==> src/common/cam_pkg.sv <==
package cam_pkg;

  ////////////////////////////////////////////////////////////
  // Sizes
  ////////////////////////////////////////////////////////////
  localparam int CAM_SIZE     = 256;                  // Number of stored entries
  localparam int LANES        = 16;                   // Entries written per update beat
  localparam int WORD_WIDTH   = 32;                   // Entry and key width
  localparam int DATA_WIDTH   = LANES * WORD_WIDTH;   // Input beat width
  localparam int INDEX_WIDTH  = $clog2(CAM_SIZE);     // Entry index width
  localparam int RESULT_WIDTH = 16;                   // Output result width
  localparam int HALVES       = 2;                    // Independent first-match searches

  ////////////////////////////////////////////////////////////
  // Result codes
  ////////////////////////////////////////////////////////////
  // No match, all ones over INDEX_WIDTH+1 bits
  localparam logic [RESULT_WIDTH-1:0] MISS_CODE =
    RESULT_WIDTH'({(INDEX_WIDTH + 1){1'b1}});
  localparam logic [RESULT_WIDTH-1:0] UPDATE_DONE_CODE =
    RESULT_WIDTH'(100);                               // Full table loaded

  ////////////////////////////////////////////////////////////
  // Encodings
  ////////////////////////////////////////////////////////////
  typedef enum logic [1:0] {
    op_idle       = 2'd0,                             // Beat is dropped
    op_update_all = 2'd1,                             // Beat writes LANES entries
    op_search     = 2'd2                              // Lane 0 is the search key
  } cam_op_e;

  typedef enum logic {
    item_search    = 1'b0,                            // Result is a match index
    item_load_done = 1'b1                             // Result is the done code
  } item_kind_e;

endpackage

==> src/common/cam_match_if.sv <==
`timescale 1ns/1ps

interface cam_match_if;

  logic                              m_valid;         // Compare stage holds an item
  cam_pkg::item_kind_e               m_kind;          // Kind of that item
  logic [cam_pkg::CAM_SIZE-1:0]      match;           // Bit set when entry equals key

  logic                              advance;         // Downstream accepts a new item

  modport bank (
    output m_valid,
    output m_kind,
    output match,
    input  advance
  );

  modport enc (
    input  m_valid,
    input  m_kind,
    input  match,
    output advance
  );

endinterface

==> src/cam_array/cam_priority_encoder.sv <==
`timescale 1ns/1ps

module cam_priority_encoder (
  input  logic                                aclk,
  input  logic                                areset,
  cam_match_if.enc                            match_in,
  output logic                                advance,
  output logic                                m_tvalid,
  input  logic                                m_tready,
  output logic [cam_pkg::RESULT_WIDTH-1:0]    m_tdata,
  output logic                                m_tuser
);

  localparam int HALF_SIZE = cam_pkg::CAM_SIZE / cam_pkg::HALVES;   // Entries per half

  ////////////////////////////////////////////////////////////
  // Signals
  ////////////////////////////////////////////////////////////
  logic [cam_pkg::INDEX_WIDTH-1:0]   first_idx [cam_pkg::HALVES];   // Lowest hit per half
  logic [cam_pkg::HALVES-1:0]        first_found;                   // Half has a hit

  logic                              s2_valid;                      // Half-search stage
  cam_pkg::item_kind_e               s2_kind;
  logic [cam_pkg::INDEX_WIDTH-1:0]   s2_idx [cam_pkg::HALVES];
  logic [cam_pkg::HALVES-1:0]        s2_found;

  logic [cam_pkg::RESULT_WIDTH-1:0]  merged;                        // Result before output reg

  ////////////////////////////////////////////////////////////
  // Stall
  ////////////////////////////////////////////////////////////
  assign advance          = !m_tvalid || m_tready;  // Output empty or being taken
  assign match_in.advance = advance;

  ////////////////////////////////////////////////////////////
  // Stage 2 first-match search per half
  ////////////////////////////////////////////////////////////
  // Scanning from the top down leaves the lowest set bit
  always_comb begin
    for (int h = 0; h < cam_pkg::HALVES; h++) begin
      first_found[h] = 1'b0;
      first_idx[h]   = '0;
      for (int i = HALF_SIZE - 1; i >= 0; i--) begin
        if (match_in.match[h*HALF_SIZE + i]) begin
          first_found[h] = 1'b1;
          first_idx[h]   = cam_pkg::INDEX_WIDTH'(h*HALF_SIZE + i);
        end
      end
    end
  end

  always_ff @(posedge aclk) begin
    if (areset) begin
      s2_valid <= 1'b0;
    end else if (advance) begin
      s2_valid <= match_in.m_valid;
    end
  end

  always_ff @(posedge aclk) begin
    if (advance) begin
      s2_kind  <= match_in.m_kind;
      s2_found <= first_found;
      s2_idx   <= first_idx;
    end
  end

  ////////////////////////////////////////////////////////////
  // Stage 3 merge and output register
  ////////////////////////////////////////////////////////////
  always_comb begin
    if (s2_kind == cam_pkg::item_load_done) begin
      merged = cam_pkg::UPDATE_DONE_CODE;           // Done overrides any match
    end else begin
      merged = cam_pkg::MISS_CODE;
      for (int h = cam_pkg::HALVES - 1; h >= 0; h--) begin
        if (s2_found[h]) begin
          merged = cam_pkg::RESULT_WIDTH'(s2_idx[h]);   // Lower half wins
        end
      end
    end
  end

  always_ff @(posedge aclk) begin
    if (areset) begin
      m_tvalid <= 1'b0;
    end else if (advance) begin
      m_tvalid <= s2_valid;
    end
  end

  always_ff @(posedge aclk) begin
    if (advance) begin
      m_tdata <= merged;
      m_tuser <= (s2_kind == cam_pkg::item_load_done);
    end
  end

endmodule

==> src/flat_wrapper.sv <==
// flat-port wrapper written by rule: the top's interface ports become plain ports
module cam_priority_encoder_flat 
  (aclk, areset, advance, m_tvalid, m_tready, m_tdata, m_tuser, match_in_m_valid, match_in_m_kind, match_in_match, match_in_advance);
  cam_match_if match_in_i ();
  input  logic aclk;
  input  logic areset;
  output logic advance;
  output logic m_tvalid;
  input  logic m_tready;
  output logic [cam_pkg::RESULT_WIDTH-1:0] m_tdata;
  output logic m_tuser;
  input wire logic [$bits(match_in_i.m_valid)-1:0] match_in_m_valid;
  input wire logic [$bits(match_in_i.m_kind)-1:0] match_in_m_kind;
  input wire logic [$bits(match_in_i.match)-1:0] match_in_match;
  output wire logic [$bits(match_in_i.advance)-1:0] match_in_advance;
  assign match_in_i.m_valid = match_in_m_valid;
  assign match_in_i.m_kind = match_in_m_kind;
  assign match_in_i.match = match_in_match;
  assign match_in_advance = match_in_i.advance;
  cam_priority_encoder u_core (.aclk(aclk), .areset(areset), .match_in(match_in_i), .advance(advance), .m_tvalid(m_tvalid), .m_tready(m_tready), .m_tdata(m_tdata), .m_tuser(m_tuser));
endmodule
==> config.mk <==
export PLATFORM = sky130hd
export DESIGN_NAME = cam_priority_encoder_flat
export DESIGN_NICKNAME = d
export VERILOG_FILES = /design/src/common/cam_pkg.sv /design/src/common/cam_match_if.sv /design/src/cam_array/cam_priority_encoder.sv /design/src/flat_wrapper.sv
export SDC_FILE = /design/constraint.sdc
export NUM_CORES = 1
export LEC_CHECK = 0
export ABC_AREA = 1
export BUFFER_PORTS_ARGS = -buffer_cell sky130_fd_sc_hd__buf_2
export CAP_MARGIN = 15
export CORE_AREA = 2 2 109 111
export DETAILED_ROUTE_END_ITERATION = 8
export DIE_AREA = 0 0 111 113
export GPL_TIMING_DRIVEN = 0
export PLACE_DENSITY = 0.83
export SLEW_MARGIN = 30
export SYNTH_ARGS = -nofsm -noshare
export SYNTH_HDL_FRONTEND = slang
export SYNTH_SLANG_ARGS = --single-unit
==> constraint.sdc <==
create_clock -name aclk -period 14.1 [get_ports aclk]
set_input_delay 0.705 -clock aclk [delete_from_list [all_inputs] [get_ports aclk]]
set_output_delay 0.705 -clock aclk [all_outputs]
set_load 0.01 [all_outputs]
# == Yosys cells after proc, flatten, opt, wreduce, memory -nomap -nowiden ==
# Cells that the tools add are included.
# op_classes
add_sub_neg,0
n_mul,0
div,0
magnitude_cmp,0
eq_ne,0
n_shift,0
n_mux,258
bitwise_logic,0
reduce_logical,17
# op_table
op,count
$mux W7,127
$mux W6,64
$reduce_or A127 Y1,2
$mux W5,32
$reduce_or A64 Y1,2
$mux W4,16
$reduce_or A32 Y1,2
$reduce_or A16 Y1,2
$mux W3,8
$mux W8,2
$reduce_or A8 Y1,2
$mux W9,1
$mux W2,4
$reduce_or A4 Y1,2
$reduce_or A2 Y1,3
$mux W1,4
$logic_not A1 Y1,1
$logic_or A1 B1 Y1,1
# word_totals
register_bits,31
latch_bits,0
mem_bits_rw,0
rom_bits,0
out_inout_bits,20
wordCells,299
memories,0

# == Longest topological paths before layout ==
# depth
ltp_word,127
mapped_depth,127
ltp_nobuf,127

# == Worst setup path after synthesis ==
# Ideal clock, no wire load.
# synth_path
path_kind,input -> register
startpoint,input port match_in_match[126]
endpoint,register u_core.s2_idx[8] in the netlist's numbering (data pin)
setup_time_ns,0.253
t_arrival_ns,5.987
required_time_ns,13.847
slack_ns,7.860
path_stages,127
n_path_buf,0
path_cell_list,inv_1 -> nand2_1 -> nand2_1 -> nand2_1 -> nand2_1 -> nand2_1 -> nand2_1 -> nand2_1 -> nand2_1 -> nand2_1 -> nand2_1 -> nand2_1 -> nand2_1 -> nand2_1 -> nand2_1 -> nand2_1 -> nand2_1 -> nand2_1 -> [91 not listed] -> nand2_1 -> nand2_1 -> nand2_1 -> nand2_1 -> nand2_1 -> nand2_1 -> nand2_1 -> nand2_1 -> nand2_1 -> nand2_1 -> nand2_1 -> nand2_1 -> nand2_1 -> nand2_1 -> nand2_1 -> nand2_1 -> nand2_1 -> a21oi_2
# synth_between
elab_chain_cells,126
# synth_lines
item,line,source
from (decl),flat_wrapper.sv:14,input wire logic [$bits(match_in_i.match)-1:0] match_in_match;
$mux W7 (63 in a row),cam_priority_encoder.sv:44,if (match_in.match[h*HALF_SIZE + i]) begin
$mux W6 (32 in a row),cam_priority_encoder.sv:44,
$mux W5 (16 in a row),cam_priority_encoder.sv:44,
$mux W4 (8 in a row),cam_priority_encoder.sv:44,
$mux W3 (4 in a row),cam_priority_encoder.sv:44,
$mux W2 (2 in a row),cam_priority_encoder.sv:44,
$mux W1,cam_priority_encoder.sv:44,
to (signal assigned),cam_priority_encoder.sv:64,s2_idx <= first_idx;
to (decl),cam_priority_encoder.sv:24,logic [cam_pkg::INDEX_WIDTH-1:0] s2_idx [cam_pkg::HALVES];
# Every way passes these cells.
# A chain may end at the register's enable or synchronous reset.

# == Final worst setup path ==
# Same ends and word-level chain as after synthesis.

==> metrics.md <==
| Metric | Value |
|---|---|
| Die Width | `111 um` |
| Total vias in the final route | `6,196` |
| Clock Path Buffers | `2` |
| Max_cap viols | `0` |
| Layout Nets | `between 1,500 and 2,000` |
| CTS tree | `done` |
| Top post-synthesis cells by area | `nand2_1, inv_1, edfxtp_1` |
| Worst hold path startpoint | `u_core.s2_valid$_SDFFE_PP0P_` |
| H-tree Lvls | `2` |
| Largest area contributor in the netlist | `nand2_1` |
| Antenna Cells | `0` |
| Crit. End Element | `flop` |
| Power density cells | `about 50 mW/mm^2` |
| Delay-heaviest family, CP | `simple AND/OR/NAND/NOR gates` |
| Arr. time, crit path | `between 6 and 7 ns` |
| Core area | `around 0.011 mm^2` |
| Initial antenna violation count | `0` |
| Avg Cell Area, Syn | `between 5 and 6 um^2` |
| Layout area overhead | `32.2%` |
| VDD IR-drop max | `about 47 uV` |
| ANT nets after route | `0` |
| Post-synthesis xor/xnor area fraction | `0` |
| Final TNS setup | `0 ns` |
| Simple-gate portion of the synthesized area | `0.459` |
| Slowest-stage cell, CP | `buf_2` |
| Routed Wire Length | `13,200 um` |
| CTS buffer count | `5` |
| CTS Sinks | `29` |
| Worst hold path depth | `2` |
| Worst path most repeated cell | `nand2_1` |
| Final setup viols | `0` |
| Adder-cell area share of the yosys netlist | `0` |
| Critical-path maximum fanout | `2` |
| Setup CP Type | `input pin to flop` |
| Worst Reg-to-Reg Cells | `3` |
| Starting Density | `0.477` |
| Die footprint | `0.0125 mm^2` |
| Wire per inst | `a little over 9 um` |
| Commonest cells post-synth | `nand2_1, inv_1, nor2_1, nand3_1, bufinv_8` |
| Fraction of layout cells with a size suffix above 1 | `0.272` |
| EDFF count, synth | `27` |
| Slew @ Worst Pin | `0.611 ns` |
| Worst path max stage delay | `0.10 ns` |
| Final max-slew violation count | `0` |
| Total gr overflow | `0` |
| Buf+Inv Stages, Crit Path | `2` |
| Sequential share of the synthesized area | `0.158` |
| Clk Latency, worst-skew pair | `0.27 ns` |
| Post-synthesis mux area share | `0` |
| Crit path time final | `6.75 ns` |
| IO Count | `roughly 280` |
| Multi-input gate area | `0.00283 mm^2` |
| Post-CTS Setup Bufs | `0` |
| Die height | `113 um` |
| Root buf cell | `clkbuf_16` |
| Slew headroom | `0.592` |
| Asr flop ratio synth | `0` |
| Top_reg_cell synth | `edfxtp_1` |
| Drt pass-1 iters | `4` |
| Period utilization | `0.479` |
| Fillcell total | `1,105` |
| Clock skew | `0.00356 ns` |
| Clock slew at reported path FFs | `0.05 ns` |
| Dpl hpwl | `12,100 um` |
| Worst r2r src | `u_core.s2_found[0]$_SDFFCE_PP1P_` |
| # hold bufs at CTS | `0` |
| # DRC | `0` |
| Hold Path Class | `flop to flop` |
| Critical Path RT | `around 14 ns` |
| Post-synth cell types | `29` |
| Synth Area in Compound Gates | `0.0624` |
| Cell count after synthesis | `978` |
| RSZ-0062 raised after global routing | `no` |
| Row Count | `39` |
| Gp weighted congestion | `0.886` |
| Buffers on Ports | `273` |
| Final hold vios | `0` |
| Pre-CTS setup slack | `a little over 7 ns` |
| Startpoint Class | `input pin` |
| DR iter-0 viols | `220` |
| Total global-route track usage | `0.209` |
| Synth Cell Area | `approximately 0.0054 mm^2` |
| Max frequency | `about 150 MHz` |
| Critical path depth in cells | `between 100 and 150` |
| Most frequent cell after synthesis | `nand2_1` |
| First-pass GRT wire length | `approximately 23,000 um` |
| Vias in the first global route | `5,775` |
| Flops & latches, synth | `29` |
| Sequential cell area | `851 um^2` |
| Largest net degree at the start of global routing | `31` |
| Status | `finished, final reports clean` |
| Ys Warns | `0` |
| Lkg Pwr | `4.54 nW` |
| Main combinational cell family by area after synthesis | `simple AND/OR/NAND/NOR gates` |
| Vias per cell | `around 4.4` |
| Post-cts resize count | `0` |
| CP startpoint | `match_in_match[126]` |
| Final worst slack | `7.35 ns` |
| Yosys top cell area share | `0.279` |
-- layout make-up --
class                   count  share of cell area
repair buffers            273               0.192
well taps                 143              0.0252
inverters                 274               0.234
flip-flops and latches     29               0.120
clock inverters             2             0.00475
plain buffers               8             0.00845
clock buffers               6              0.0181
multi-input cells         673               0.398
-- registers in the layout, summed over array words and instances (netlist names) --
name	cells
u_core.s2_found	2
u_core.m_tvalid	1
u_core.s2_kind	1
u_core.s2_idx	14
u_core.m_tdata	9
u_core.m_tuser	1
u_core.s2_valid	1
-- cell families (layout without fill, tap and decap cells) --
| group | after synthesis | in the layout |
|---|---|---|
| buf+inv | 282 | 563 |
| compound gates | 49 | 49 |
| other cells | 1 | 7 |
| simple gates | 617 | 617 |
| flops | 29 | 29 |
-- report_power, final --
part           switching (W)  internal (W)  total (W)
combinational      0.0000641     0.0000766   0.000141
sequential        0.00000148     0.0000990   0.000101
clock              0.0000325     0.0000823   0.000115
-- through the flow --
step / utilization / area (um^2) / power, W / hold WS, ns / std cells
after CTS: 0.631 / 7110 / 0.000360 / 0.464 / 1408
final: 0.631 / 7110 / 0.000356 / 0.466 / 1408
after floorplan: - / 5400 / 0.000186 / 0.438 / 984
after global placement: 0.616 / 6950 / 0.000241 / 0.453 / 1400
after global routing: 0.631 / 7110 / 0.000383 / 0.505 / 1408
after detailed placement: 0.616 / 6950 / 0.000243 / 0.458 / 1400
-- layout by cell type, fill, tap and decap left out --
cell,netlist,final
o31ai_1,1,1
buf_4,8,8
clkinv_1,0,1
o211ai_1,1,1
a21boi_1,1,1
a21oi_2,2,2
edfxtp_1,27,27
dfxtp_1,2,2
or2_2,1,1
a21oi_1,9,9
conb_1,1,7
clkbuf_16,0,5
o311ai_1,2,2
clkbuf_1,0,1
o22ai_1,3,3
nand3_1,53,53
a311oi_1,1,1
nand2_1,400,400
nand4_1,1,1
nor3_1,9,9
a31oi_1,10,10
o21ai_0,1,1
bufinv_8,46,46
inv_2,3,4
o221a_2,4,4
buf_2,0,273
nor2_1,126,126
a21boi_0,3,3
bufinv_16,0,1
nor4_1,27,27
o21bai_1,5,5
a211oi_1,1,1
inv_1,225,224
o21ai_1,5,5
-- tightest hold or removal path, stage by stage, from the launching register on --
cell and delay, ns:
dfxtp_1 0.31, nand2_1 0.06, a21oi_1 0.05
-- routing by layer --
metal  GRT usage  up-vias  routed length (um)
met4      0.0575        0                 270
met3      0.0273       22                 782
met5           0        -                   0
li1            -     3463                   -
met2       0.402      191                6430
met1       0.242     2520                5690
-- path summary, 6_finish.rpt --
path / endpoint / slack, ns
worst max-delay path: u_core.s2_idx[8]$_SDFFCE_PP0P_ / 7.35
worst min-delay path: u_core.s2_valid$_SDFFE_PP0P_ / 0.47
worst max register to register: u_core.m_tdata[1]$_SDFFCE_PP0P_ / 12.76
worst min register to register: u_core.s2_valid$_SDFFE_PP0P_ / 0.47
(Power assumes the default switching activity.)
