File: config.mk
export PLATFORM = sky130hd
export DESIGN_NAME = cam_cmd_ctrl_flat
export DESIGN_NICKNAME = d
export VERILOG_FILES = /design/src/common/cam_pkg.sv /design/src/common/cam_req_if.sv /design/src/hdl/cam_cmd_ctrl.sv /design/src/flat_wrapper.sv
export SDC_FILE = /design/constraint.sdc
export NUM_CORES = 1
export LEC_CHECK = 0
export BUFFER_PORTS_ARGS = -buffer_cell sky130_fd_sc_hd__buf_2
export CAP_MARGIN = 20
export CORE_AREA = 2 2 418 420
export DETAILED_ROUTE_END_ITERATION = 10
export DIE_AREA = 0 0 420 422
export SLEW_MARGIN = 20
export SYNTH_ARGS = -nofsm -noshare
export SYNTH_HDL_FRONTEND = slang
export SYNTH_SLANG_ARGS = --single-unit
File: constraint.sdc
create_clock -name aclk -period 1.9 [get_ports aclk]
set_clock_uncertainty 0.2 [all_clocks]
set_input_delay 0.19 -clock aclk [delete_from_list [all_inputs] [get_ports aclk]]
set_output_delay 0.19 -clock aclk [all_outputs]
set_load 0.03 [all_outputs]
File: src/common/cam_pkg.sv
package cam_pkg;

  ////////////////////////////////////////////////////////////
  // Sizes
  ////////////////////////////////////////////////////////////
  localparam int CAM_SIZE     = 256;                  // Number of stored entries
  localparam int LANES        = 16;                   // Entries written per update beat
  localparam int WORD_WIDTH   = 32;                   // Entry and key width
  localparam int DATA_WIDTH   = LANES * WORD_WIDTH;   // Input beat width
  localparam int INDEX_WIDTH  = $clog2(CAM_SIZE);     // Entry index width
  localparam int RESULT_WIDTH = 16;                   // Output result width
  localparam int HALVES       = 2;                    // Independent first-match searches

  ////////////////////////////////////////////////////////////
  // Result codes
  ////////////////////////////////////////////////////////////
  // No match, all ones over INDEX_WIDTH+1 bits
  localparam logic [RESULT_WIDTH-1:0] MISS_CODE =
    RESULT_WIDTH'({(INDEX_WIDTH + 1){1'b1}});
  localparam logic [RESULT_WIDTH-1:0] UPDATE_DONE_CODE =
    RESULT_WIDTH'(100);                               // Full table loaded

  ////////////////////////////////////////////////////////////
  // Encodings
  ////////////////////////////////////////////////////////////
  typedef enum logic [1:0] {
    op_idle       = 2'd0,                             // Beat is dropped
    op_update_all = 2'd1,                             // Beat writes LANES entries
    op_search     = 2'd2                              // Lane 0 is the search key
  } cam_op_e;

  typedef enum logic {
    item_search    = 1'b0,                            // Result is a match index
    item_load_done = 1'b1                             // Result is the done code
  } item_kind_e;

endpackage

File: src/common/cam_req_if.sv
`timescale 1ns/1ps

interface cam_req_if;

  // Entry write port, one aligned group of LANES words
  logic                                wr_en;         // Qualified update beat
  logic [cam_pkg::INDEX_WIDTH-1:0]     wr_base;       // First entry of the group
  logic [cam_pkg::DATA_WIDTH-1:0]      wr_data;       // Lane n goes to wr_base+n

  // Pipeline item toward the compare stage
  logic                                item_valid;    // Qualified search or done item
  cam_pkg::item_kind_e                 item_kind;     // Search or load done
  logic [cam_pkg::WORD_WIDTH-1:0]      key;           // Search key

  logic                                advance;       // Pipeline moves this cycle

  modport ctrl (
    output wr_en, wr_base, wr_data,
    output item_valid, item_kind, key,
    input  advance
  );

  modport bank (
    input wr_en, wr_base, wr_data,
    input item_valid, item_kind, key,
    input advance
  );

endinterface

File: src/hdl/cam_cmd_ctrl.sv
`timescale 1ns/1ps

module cam_cmd_ctrl (
  input  logic                              aclk,
  input  logic                              areset,
  input  logic                              s_tvalid,
  output logic                              s_tready,
  input  logic [cam_pkg::DATA_WIDTH-1:0]    s_tdata,
  input  cam_pkg::cam_op_e                  s_op,
  cam_req_if.ctrl                           req
);

  ////////////////////////////////////////////////////////////
  // Signals
  ////////////////////////////////////////////////////////////
  logic                              accept;        // Beat transfers this edge
  logic                              is_update;     // Decoded update-all
  logic                              is_search;     // Decoded search
  logic                              last_group;    // Pointer sits on the final group
  logic [cam_pkg::INDEX_WIDTH-1:0]   wr_ptr;        // Base of next group to write

  ////////////////////////////////////////////////////////////
  // Opcode decode and acceptance
  ////////////////////////////////////////////////////////////
  always_comb begin
    is_update = 1'b0;
    is_search = 1'b0;
    case (s_op)
      cam_pkg::op_update_all: is_update = 1'b1;
      cam_pkg::op_search:     is_search = 1'b1;
      default: begin                                // Idle and unused codes
        is_update = 1'b0;
        is_search = 1'b0;
      end
    endcase
  end

  assign s_tready = req.advance;                    // Ready whenever the pipe moves
  assign accept   = s_tvalid && req.advance;        // Idle beats are taken and dropped

  assign last_group = (wr_ptr == cam_pkg::INDEX_WIDTH'(cam_pkg::CAM_SIZE - cam_pkg::LANES));

  ////////////////////////////////////////////////////////////
  // Entry write request
  ////////////////////////////////////////////////////////////
  assign req.wr_en   = accept && is_update;
  assign req.wr_base = wr_ptr;
  assign req.wr_data = s_tdata;                     // All lanes go to the bank

  ////////////////////////////////////////////////////////////
  // Pipeline item
  ////////////////////////////////////////////////////////////
  // A search always makes an item, an update only on the wrap beat
  assign req.item_valid = accept && (is_search || (is_update && last_group));
  assign req.item_kind  = is_update ? cam_pkg::item_load_done : cam_pkg::item_search;
  assign req.key        = s_tdata[cam_pkg::WORD_WIDTH-1:0];   // Lane 0

  ////////////////////////////////////////////////////////////
  // Write pointer
  ////////////////////////////////////////////////////////////
  always_ff @(posedge aclk) begin
    if (areset) begin
      wr_ptr <= '0;
    end else if (req.wr_en) begin
      if (last_group) begin
        wr_ptr <= '0;                               // Table full, start over
      end else begin
        wr_ptr <= wr_ptr + cam_pkg::INDEX_WIDTH'(cam_pkg::LANES);
      end
    end
  end

endmodule

File: src/flat_wrapper.sv
// flat-port wrapper written by rule: the top's interface ports become plain ports
module cam_cmd_ctrl_flat 
  (aclk, areset, s_tvalid, s_tready, s_tdata, s_op, req_wr_en, req_wr_base, req_wr_data, req_item_valid, req_item_kind, req_key, req_advance);
  cam_req_if req_i ();
  input  logic aclk;
  input  logic areset;
  input  logic s_tvalid;
  output logic s_tready;
  input  logic [cam_pkg::DATA_WIDTH-1:0] s_tdata;
  input  cam_pkg::cam_op_e s_op;
  output wire logic [$bits(req_i.wr_en)-1:0] req_wr_en;
  output wire logic [$bits(req_i.wr_base)-1:0] req_wr_base;
  output wire logic [$bits(req_i.wr_data)-1:0] req_wr_data;
  output wire logic [$bits(req_i.item_valid)-1:0] req_item_valid;
  output wire logic [$bits(req_i.item_kind)-1:0] req_item_kind;
  output wire logic [$bits(req_i.key)-1:0] req_key;
  input wire logic [$bits(req_i.advance)-1:0] req_advance;
  assign req_wr_en = req_i.wr_en;
  assign req_wr_base = req_i.wr_base;
  assign req_wr_data = req_i.wr_data;
  assign req_item_valid = req_i.item_valid;
  assign req_item_kind = req_i.item_kind;
  assign req_key = req_i.key;
  assign req_i.advance = req_advance;
  cam_cmd_ctrl u_core (.aclk(aclk), .areset(areset), .s_tvalid(s_tvalid), .s_tready(s_tready), .s_tdata(s_tdata), .s_op(s_op), .req(req_i));
endmodule
Word-level counts from Yosys, hierarchy flattened
Index checks and enable logic that the tools add are counted.
Widths: inputs -> output; s select.

word-level totals
  register bits = 8
  bits in latches = 0
  bits in writable memories = 0
  bits in read-only memories = 0
  bits of input ports = 518
  output and inout port bits = 556
  memories kept = 0

operators by class
  add/subtract/negate cells = 1
  multiply operators = 0
  div/mod/pow operators = 0
  magnitude comparators = 0
  equality and inequality tests = 3
  shifts and indexed selects = 0
  mux-type cells = 4
  bitwise gates (word level) = 0
  reduce and logical (&&, ||, !) cells = 5

operators by type and width
  cell                 count
  $add 8x5->8 const B  1
  $eq 8x8->1 const B   1
  $mux 8               1
  $logic_and 1x1->1    4
  $mux 1               3
  $eq 2x1->1 const B   1
  $eq 2x2->1 const B   1
  $logic_or 1x1->1     1

Depth between registers and ports, before layout
Gate-level depths: netlist of run 1.

  depth in word-level cells = 5
  gate-level depth with buffers = 4

Least setup slack after synthesis of run 1
No wires, ideal clock.

  path kind = flip-flop to output port
  start = register u_core.wr_ptr (netlist bit u_core.req.wr_base[4])
  end = output req_item_valid
  arrival = 1.446 ns
  slack = 0.064 ns
  stages on the path, launching flop included = 4
  buffers on the path = 0
  path through = dfxtp_1 > ha_1 > nand4_1 > a21oi_1

between the ends
  cells in the longest elaborated chain, start to end = 4

RTL lines
  element                   RTL line            text
  start: declaration        cam_cmd_ctrl.sv:20  logic [cam_pkg::INDEX_WIDTH-1:0] wr_ptr;
  start signal: assignment  cam_cmd_ctrl.sv:68  wr_ptr <= wr_ptr + cam_pkg::INDEX_WIDTH'(cam_pkg::LANES);
  $eq 8x8->1                cam_cmd_ctrl.sv:41  assign last_group = (wr_ptr == cam_pkg::INDEX_WIDTH'(cam_pkg::CAM_SIZE - cam_pkg::LANES));
  $logic_and 1x1->1         cam_cmd_ctrl.sv:54  assign req.item_valid = accept && (is_search || (is_update && last_group));
  $logic_or 1x1->1          cam_cmd_ctrl.sv:54
  $logic_and 1x1->1         cam_cmd_ctrl.sv:54
  end: declaration          flat_wrapper.sv:14  output wire logic [$bits(req_i.item_valid)-1:0] req_item_valid;

Every way passes these cells.

Final worst setup path of run 1
  start = register u_core.wr_ptr (netlist bit u_core.req.wr_base[5])
  end = output req_item_valid

Same word-level chain as after synthesis.

==> results of run 1 <==
-- worst max-delay path, stage by stage (launching register included) --
cell and delay (ns):
dfxtp_1 0.39, ha_2 0.26, nand4_1 0.11, a21oi_1 0.20
clkbuf_4 0.23
-- final timing paths --
path | cells after the start | slack (ns) | from | end
setup / recovery | 4 | 0.11 | u_core.req.wr_base[5] | req_item_valid
hold / removal | 0 | 0.18 | s_tdata[455] | req_wr_data[455]
setup reg to reg | 3 | 0.51 | u_core.req.wr_base[6] | u_core.req.wr_base[7]
hold reg to reg | 2 | 0.30 | u_core.req.wr_base[4] | u_core.req.wr_base[4]
-- metrics by stage --
| stage | std cells | util, % | hold WS (ns) | setup slack, ns |
|---|---|---|---|---|
| finish | 2374 | 1.92 | 0.180 | 0.107 |
| floorplan | 580 | - | 0.0591 | 0.0638 |
| global placement | 2369 | 1.86 | 0.180 | 0.352 |
| detailed placement | 2369 | 1.86 | 0.180 | 0.302 |
| global route | 2373 | 1.91 | 0.180 | 0.0247 |
| CTS | 2373 | 1.91 | 0.180 | 0.0666 |
-- what timing repair did --
item,4_1_cts,5_1_grt
hold buffers,1,0
gates resized for setup,0,3
hold endpoints to repair,4,0
setup buffers,0,0
setup endpoints to repair,0,1
-- area by class of cell --
class                           count  area, sq um  area share (%)
Multi-Input combinational cell     25          159            4.80
Sequential cell                     4         81.3            2.46
Antenna cell                        1         2.50          0.0756
Timing Repair Buffer               14         77.6            2.34
Tap cell                         2325         2910            87.8
Clock buffer                        3         75.1            2.27
Inverter                            2         7.51           0.227
-- Yosys cell counts (all sizes together) --
library cell	number
dfxtp	4
nand4	1
nand2	5
a311o	1
or4	1
nand3	1
o31ai	1
buf	549
nand2b	1
a21oi	6
nand4b	1
a21o	1
inv	2
ha	1
conb	1
nor2b	1
-- power breakdown --
part | leakage [nW] | internal (mW) | switching [mW] | total, mW
sequential | 0.0327 | 0.0856 | 0.00125 | 0.0868
clock | 0.0370 | 0.269 | 0.0578 | 0.327
combinational | 0.132 | 0.0123 | 0.0388 | 0.0511
-- cell families after synthesis --
logic type	share of synthesized area, %
AOI/OAI and AO/OA	1.26
adders and majority gates	0.287
and+or+nand+nor	1.70
buffers and inverters	94.8
DFF	1.84
other	0.0861
-- per-layer routing --
metal / track usage (%) / vias to the layer above
li1: - / 141
met1: 2.16 / 421
met2: 30.7 / 1226
met3: 37.6 / 34
met4: 1.25 / 6
met5: 0.492 / -
==> summary.txt, run 1 <==
Detailed routing
  • Final ANT Viol Nets: 0
  • Drt first pass iters: 4
  • DRC viols: 0
  • Final wirelength: 162000 um
  • DR vias: 1828
  • Wire per inst: 68.1 um
  • Drt initial violations: 264
  • WL met3: 72700 um
  • Uppermost layer routed: met5
  • Length of routed met2 wiring: 79300 um
  • DR vias/cell: 0.770
  • Met1 WL: 7580 um

Worst setup path
  • Worst setup path category: flop to output port
  • CP Capture Type: output port
  • CP Launch Type: flop
  • Worst Path Required: 1.51 ns
  • Worst Path Arrival: 1.40 ns
  • CP max FO: 5

Finish
  • Final net count: 569
  • Design area: 3310 sq um
  • Fill count: 20700
  • Area Overhead vs Synth: -23.9%
  • Layout cells sized above 1: 39.6%
  • Max reg flops: 4
  • Commonest cells after routing, fill and taps aside: buf_2, a21oi_1, nand2_1
  • Commonest non-fill, non-tap cell in the layout: buf_2

Clocking
  • CTS sink cnt: 4
  • CTS buffer count: 3
  • Root Buffer: clkbuf_16
  • CTS H-tree depth: 1
  • Maximum clock insertion buffer count: 2
  • Reg clk slew, reported paths: 0.03 ns
  • Worst-Skew Late Latency: 0.22 ns
  • TritonCTS clock tree: done

Synth
  • Synth warnings: 0
  • Area contributors post-synth: buf_4, dfxtp_1, a21oi_1, nand4b_4, nand2_1
  • Largest area contributor in the netlist: buf_4
  • Cells after Synth: 577
  • Yosys reg bits: 4
  • Syn Area/Cell: 7.55 sq um
  • Number of library cell types mapped by synthesis: 16
  • Top cell type's share of synthesized area: 94.7%
  • Synth Cell Area: 4350 sq um
  • Register area share after synthesis: 1.84%

Pwr
  • Pleak: 0.201 nW
  • Post-layout total power: 0.465 mW
  • Maximum VDD drop: 0.203 mV
  • PwrDens: 140 nW/um^2

STA
  • Max-slew violations: 0
  • Setup TNS Final: 0 ns
  • Min cycle time layout: 1.79 ns
  • RSZ-0062 raised after global routing: no
  • Period utilisation layout: 94.4%
  • Final setup viols: 0
  • Fmax: 558 MHz
  • Final-report hold violation count: 0

Floorplan
  • Core Box Area: 173000 sq um
  • Die Y: 422 um
  • DIE WIDTH: 420 um
  • Starting density of the core: 2.52%
  • Std cell rows: 153
  • Die area: 177000 sq um
  • Ports: 1074

Job
  • Max Cap Viol: 0

Global route
  • First-pass GRT wire length: 167000 um
  • Grt total ovfl: 0
  • Initial antenna violation count: 3
  • Largest net degree at the start of global routing: 7
  • Vias in the first global route: 1441
  • GRT Total Usage: 17.5%

Placed design
  • RD Place Congestion: 0.919
  • Port buffer count: 13
  • Post-DP Area: 3220 sq um
  • Hpwl dp: 160000 um

Worst hold path
  • Worst min-delay path class: input port to output port

Outcome
  • Status: complete, no violations
No activity file was read; power rests on OpenSTA's default activity.
==> run 2: changes to the inputs <==
--- a/config.mk
+++ b/config.mk
@@ -7,9 +7,12 @@
 export LEC_CHECK = 0
 export BUFFER_PORTS_ARGS = -buffer_cell sky130_fd_sc_hd__buf_2
 export CAP_MARGIN = 20
-export CORE_AREA = 2 2 418 420
+export CELL_PAD_IN_SITES_DETAIL_PLACEMENT = 1
+export CELL_PAD_IN_SITES_GLOBAL_PLACEMENT = 2
+export CORE_AREA = 2 2 415 417
 export DETAILED_ROUTE_END_ITERATION = 10
-export DIE_AREA = 0 0 420 422
+export DIE_AREA = 0 0 417 419
+export PLACE_DENSITY_LB_ADDON = 0.1
 export SLEW_MARGIN = 20
 export SYNTH_ARGS = -nofsm -noshare
 export SYNTH_HDL_FRONTEND = slang
==> summary.txt, run 2 (synthesis gave the netlist of run 1 again) <==
Outcome
  • Status: complete, no violations

Worst hold path
  • Worst min-delay path class: input port to flop

Clocking
  • Root Buffer: clkbuf_16
  • CTS buffer count: 3
  • Reg clk slew, reported paths: 0.03 ns
  • Maximum clock insertion buffer count: 2
  • Post-CTS Setup Inserts: 0
  • Worst-Skew Late Latency: 0.22 ns
  • Hold-fix buffers, CTS: 0
  • CTS sink cnt: 4
  • TritonCTS clock tree: done
  • CTS H-tree depth: 1
  • CTS resizes: 0

Finish
  • Commonest cells after routing, fill and taps aside: buf_2, a21oi_1, nand2_1
  • Reg area: 80.1 sq um
  • Layout Cells excl Fill: 2283
  • Max reg flops: 4
  • Commonest non-fill, non-tap cell in the layout: buf_2
  • Final net count: 571
  • Area Overhead vs Synth: -26.5%
  • Area of the multi-input gates: 156 sq um
  • Antenna cell count: 0
  • Fill count: 20300
  • Layout cells sized above 1: 40.0%

Pwr
  • PwrDens: 146 nW/um^2
  • Pleak: 0.217 nW
  • Maximum VDD drop: 0.169 mV

Worst setup path
  • Worst setup path category: flop to output port
  • CP Capture Type: output port
  • Worst path buffer plus inverter count: 1
  • Slowest stage delay, CP: 0.34 ns
  • CP max FO: 2
  • CP max stage cell: dfxtp_1
  • Worst Path Arrival: 1.28 ns
  • CP top delay family: flip-flops
  • CP Cell Sequence: ha_1, nand4_1, a21oi_1, buf_2
  • R2R setup slack: 0.43 ns
  • CP Launch Type: flop
  • Worst Path Required: 1.51 ns

Global route
  • Grt total ovfl: 0
  • GRT Total Usage: 4.14%
  • First-pass GRT wire length: 41600 um
  • Largest net degree at the start of global routing: 7
  • Vias in the first global route: 1472
  • Initial antenna violation count: 1

Floorplan
  • Ports: 1074
  • Std cell rows: 152
  • Die Y: 419 um
  • Core Box Area: 171000 sq um
  • Starting density of the core: 2.55%
  • DIE WIDTH: 417 um
  • Die area: 175000 sq um

Job
  • Max Cap Viol: 0

Placed design
  • RD Place Congestion: 0.527
  • Cell count after placement: 2280
  • Port buffer count: 13
  • Hpwl dp: 35700 um

Detailed routing
  • DR vias: 1335
  • Drt initial violations: 118
  • Length of routed met2 wiring: 13900 um
  • Wire per inst: 17.1 um
  • DRC viols: 0
  • DR vias/cell: 0.585
  • Final ANT Viol Nets: 0
  • Met1 WL: 6860 um
  • Drt first pass iters: 4
  • Uppermost layer routed: met5
  • Final wirelength: 39100 um
  • WL met3: 15700 um

STA
  • Fmax: 597 MHz
  • Setup TNS Final: 0 ns
  • RSZ-0062 raised after global routing: no
  • Period utilisation layout: 88.1%
  • Max-slew violations: 0
  • Final setup viols: 0
  • Final-report hold violation count: 0
  • Min cycle time layout: 1.67 ns
## run 2: final timing paths
check / from / endpoint / cells past startpoint
max: u_core.req.wr_base[4] / req_item_valid / 4
min: areset / u_core.req.wr_base[7] / 2
max reg2reg: u_core.req.wr_base[6] / u_core.req.wr_base[7] / 3
min reg2reg: u_core.req.wr_base[7] / u_core.req.wr_base[7] / 2
## run 2: area by class of cell
cell class,count,share of cell area [%]
Sequential cell,4,2.50
Inverter,2,0.235
Clock buffer,3,2.35
Timing Repair Buffer,16,2.74
Tap cell,2233,87.3
Multi-Input combinational cell,25,4.89
## run 2: layer usage
metal	up-vias	track usage [%]
met3	164	8.18
met5	-	0.500
met4	4	2.33
met2	600	4.82
met1	424	2.10
li1	143	-
## run 2: power by group
part | switching (mW) | internal (mW)
combinational | 0.0380 | 0.0117
clock | 0.0611 | 0.269
sequential | 0.000569 | 0.0854
## run 2: metrics by stage
| step | power [mW] | util (%) | cell area (sq um) | hold WS [ns] | setup WS, ns |
|---|---|---|---|---|---|
| 2_1_floorplan | 2.27 | - | 4370 | 0.0591 | 0.0638 |
| 3_3_place_gp | 0.140 | 1.83 | 3130 | 0.180 | 0.418 |
| 3_5_place_dp | 0.139 | 1.83 | 3130 | 0.180 | 0.402 |
| 4_1_cts | 0.478 | 1.88 | 3200 | 0.0488 | 0.199 |
| 5_1_grt | 0.488 | 1.88 | 3200 | 0.0357 | 0.130 |
| 6_report | 0.466 | 1.88 | 3200 | 0.0310 | 0.225 |
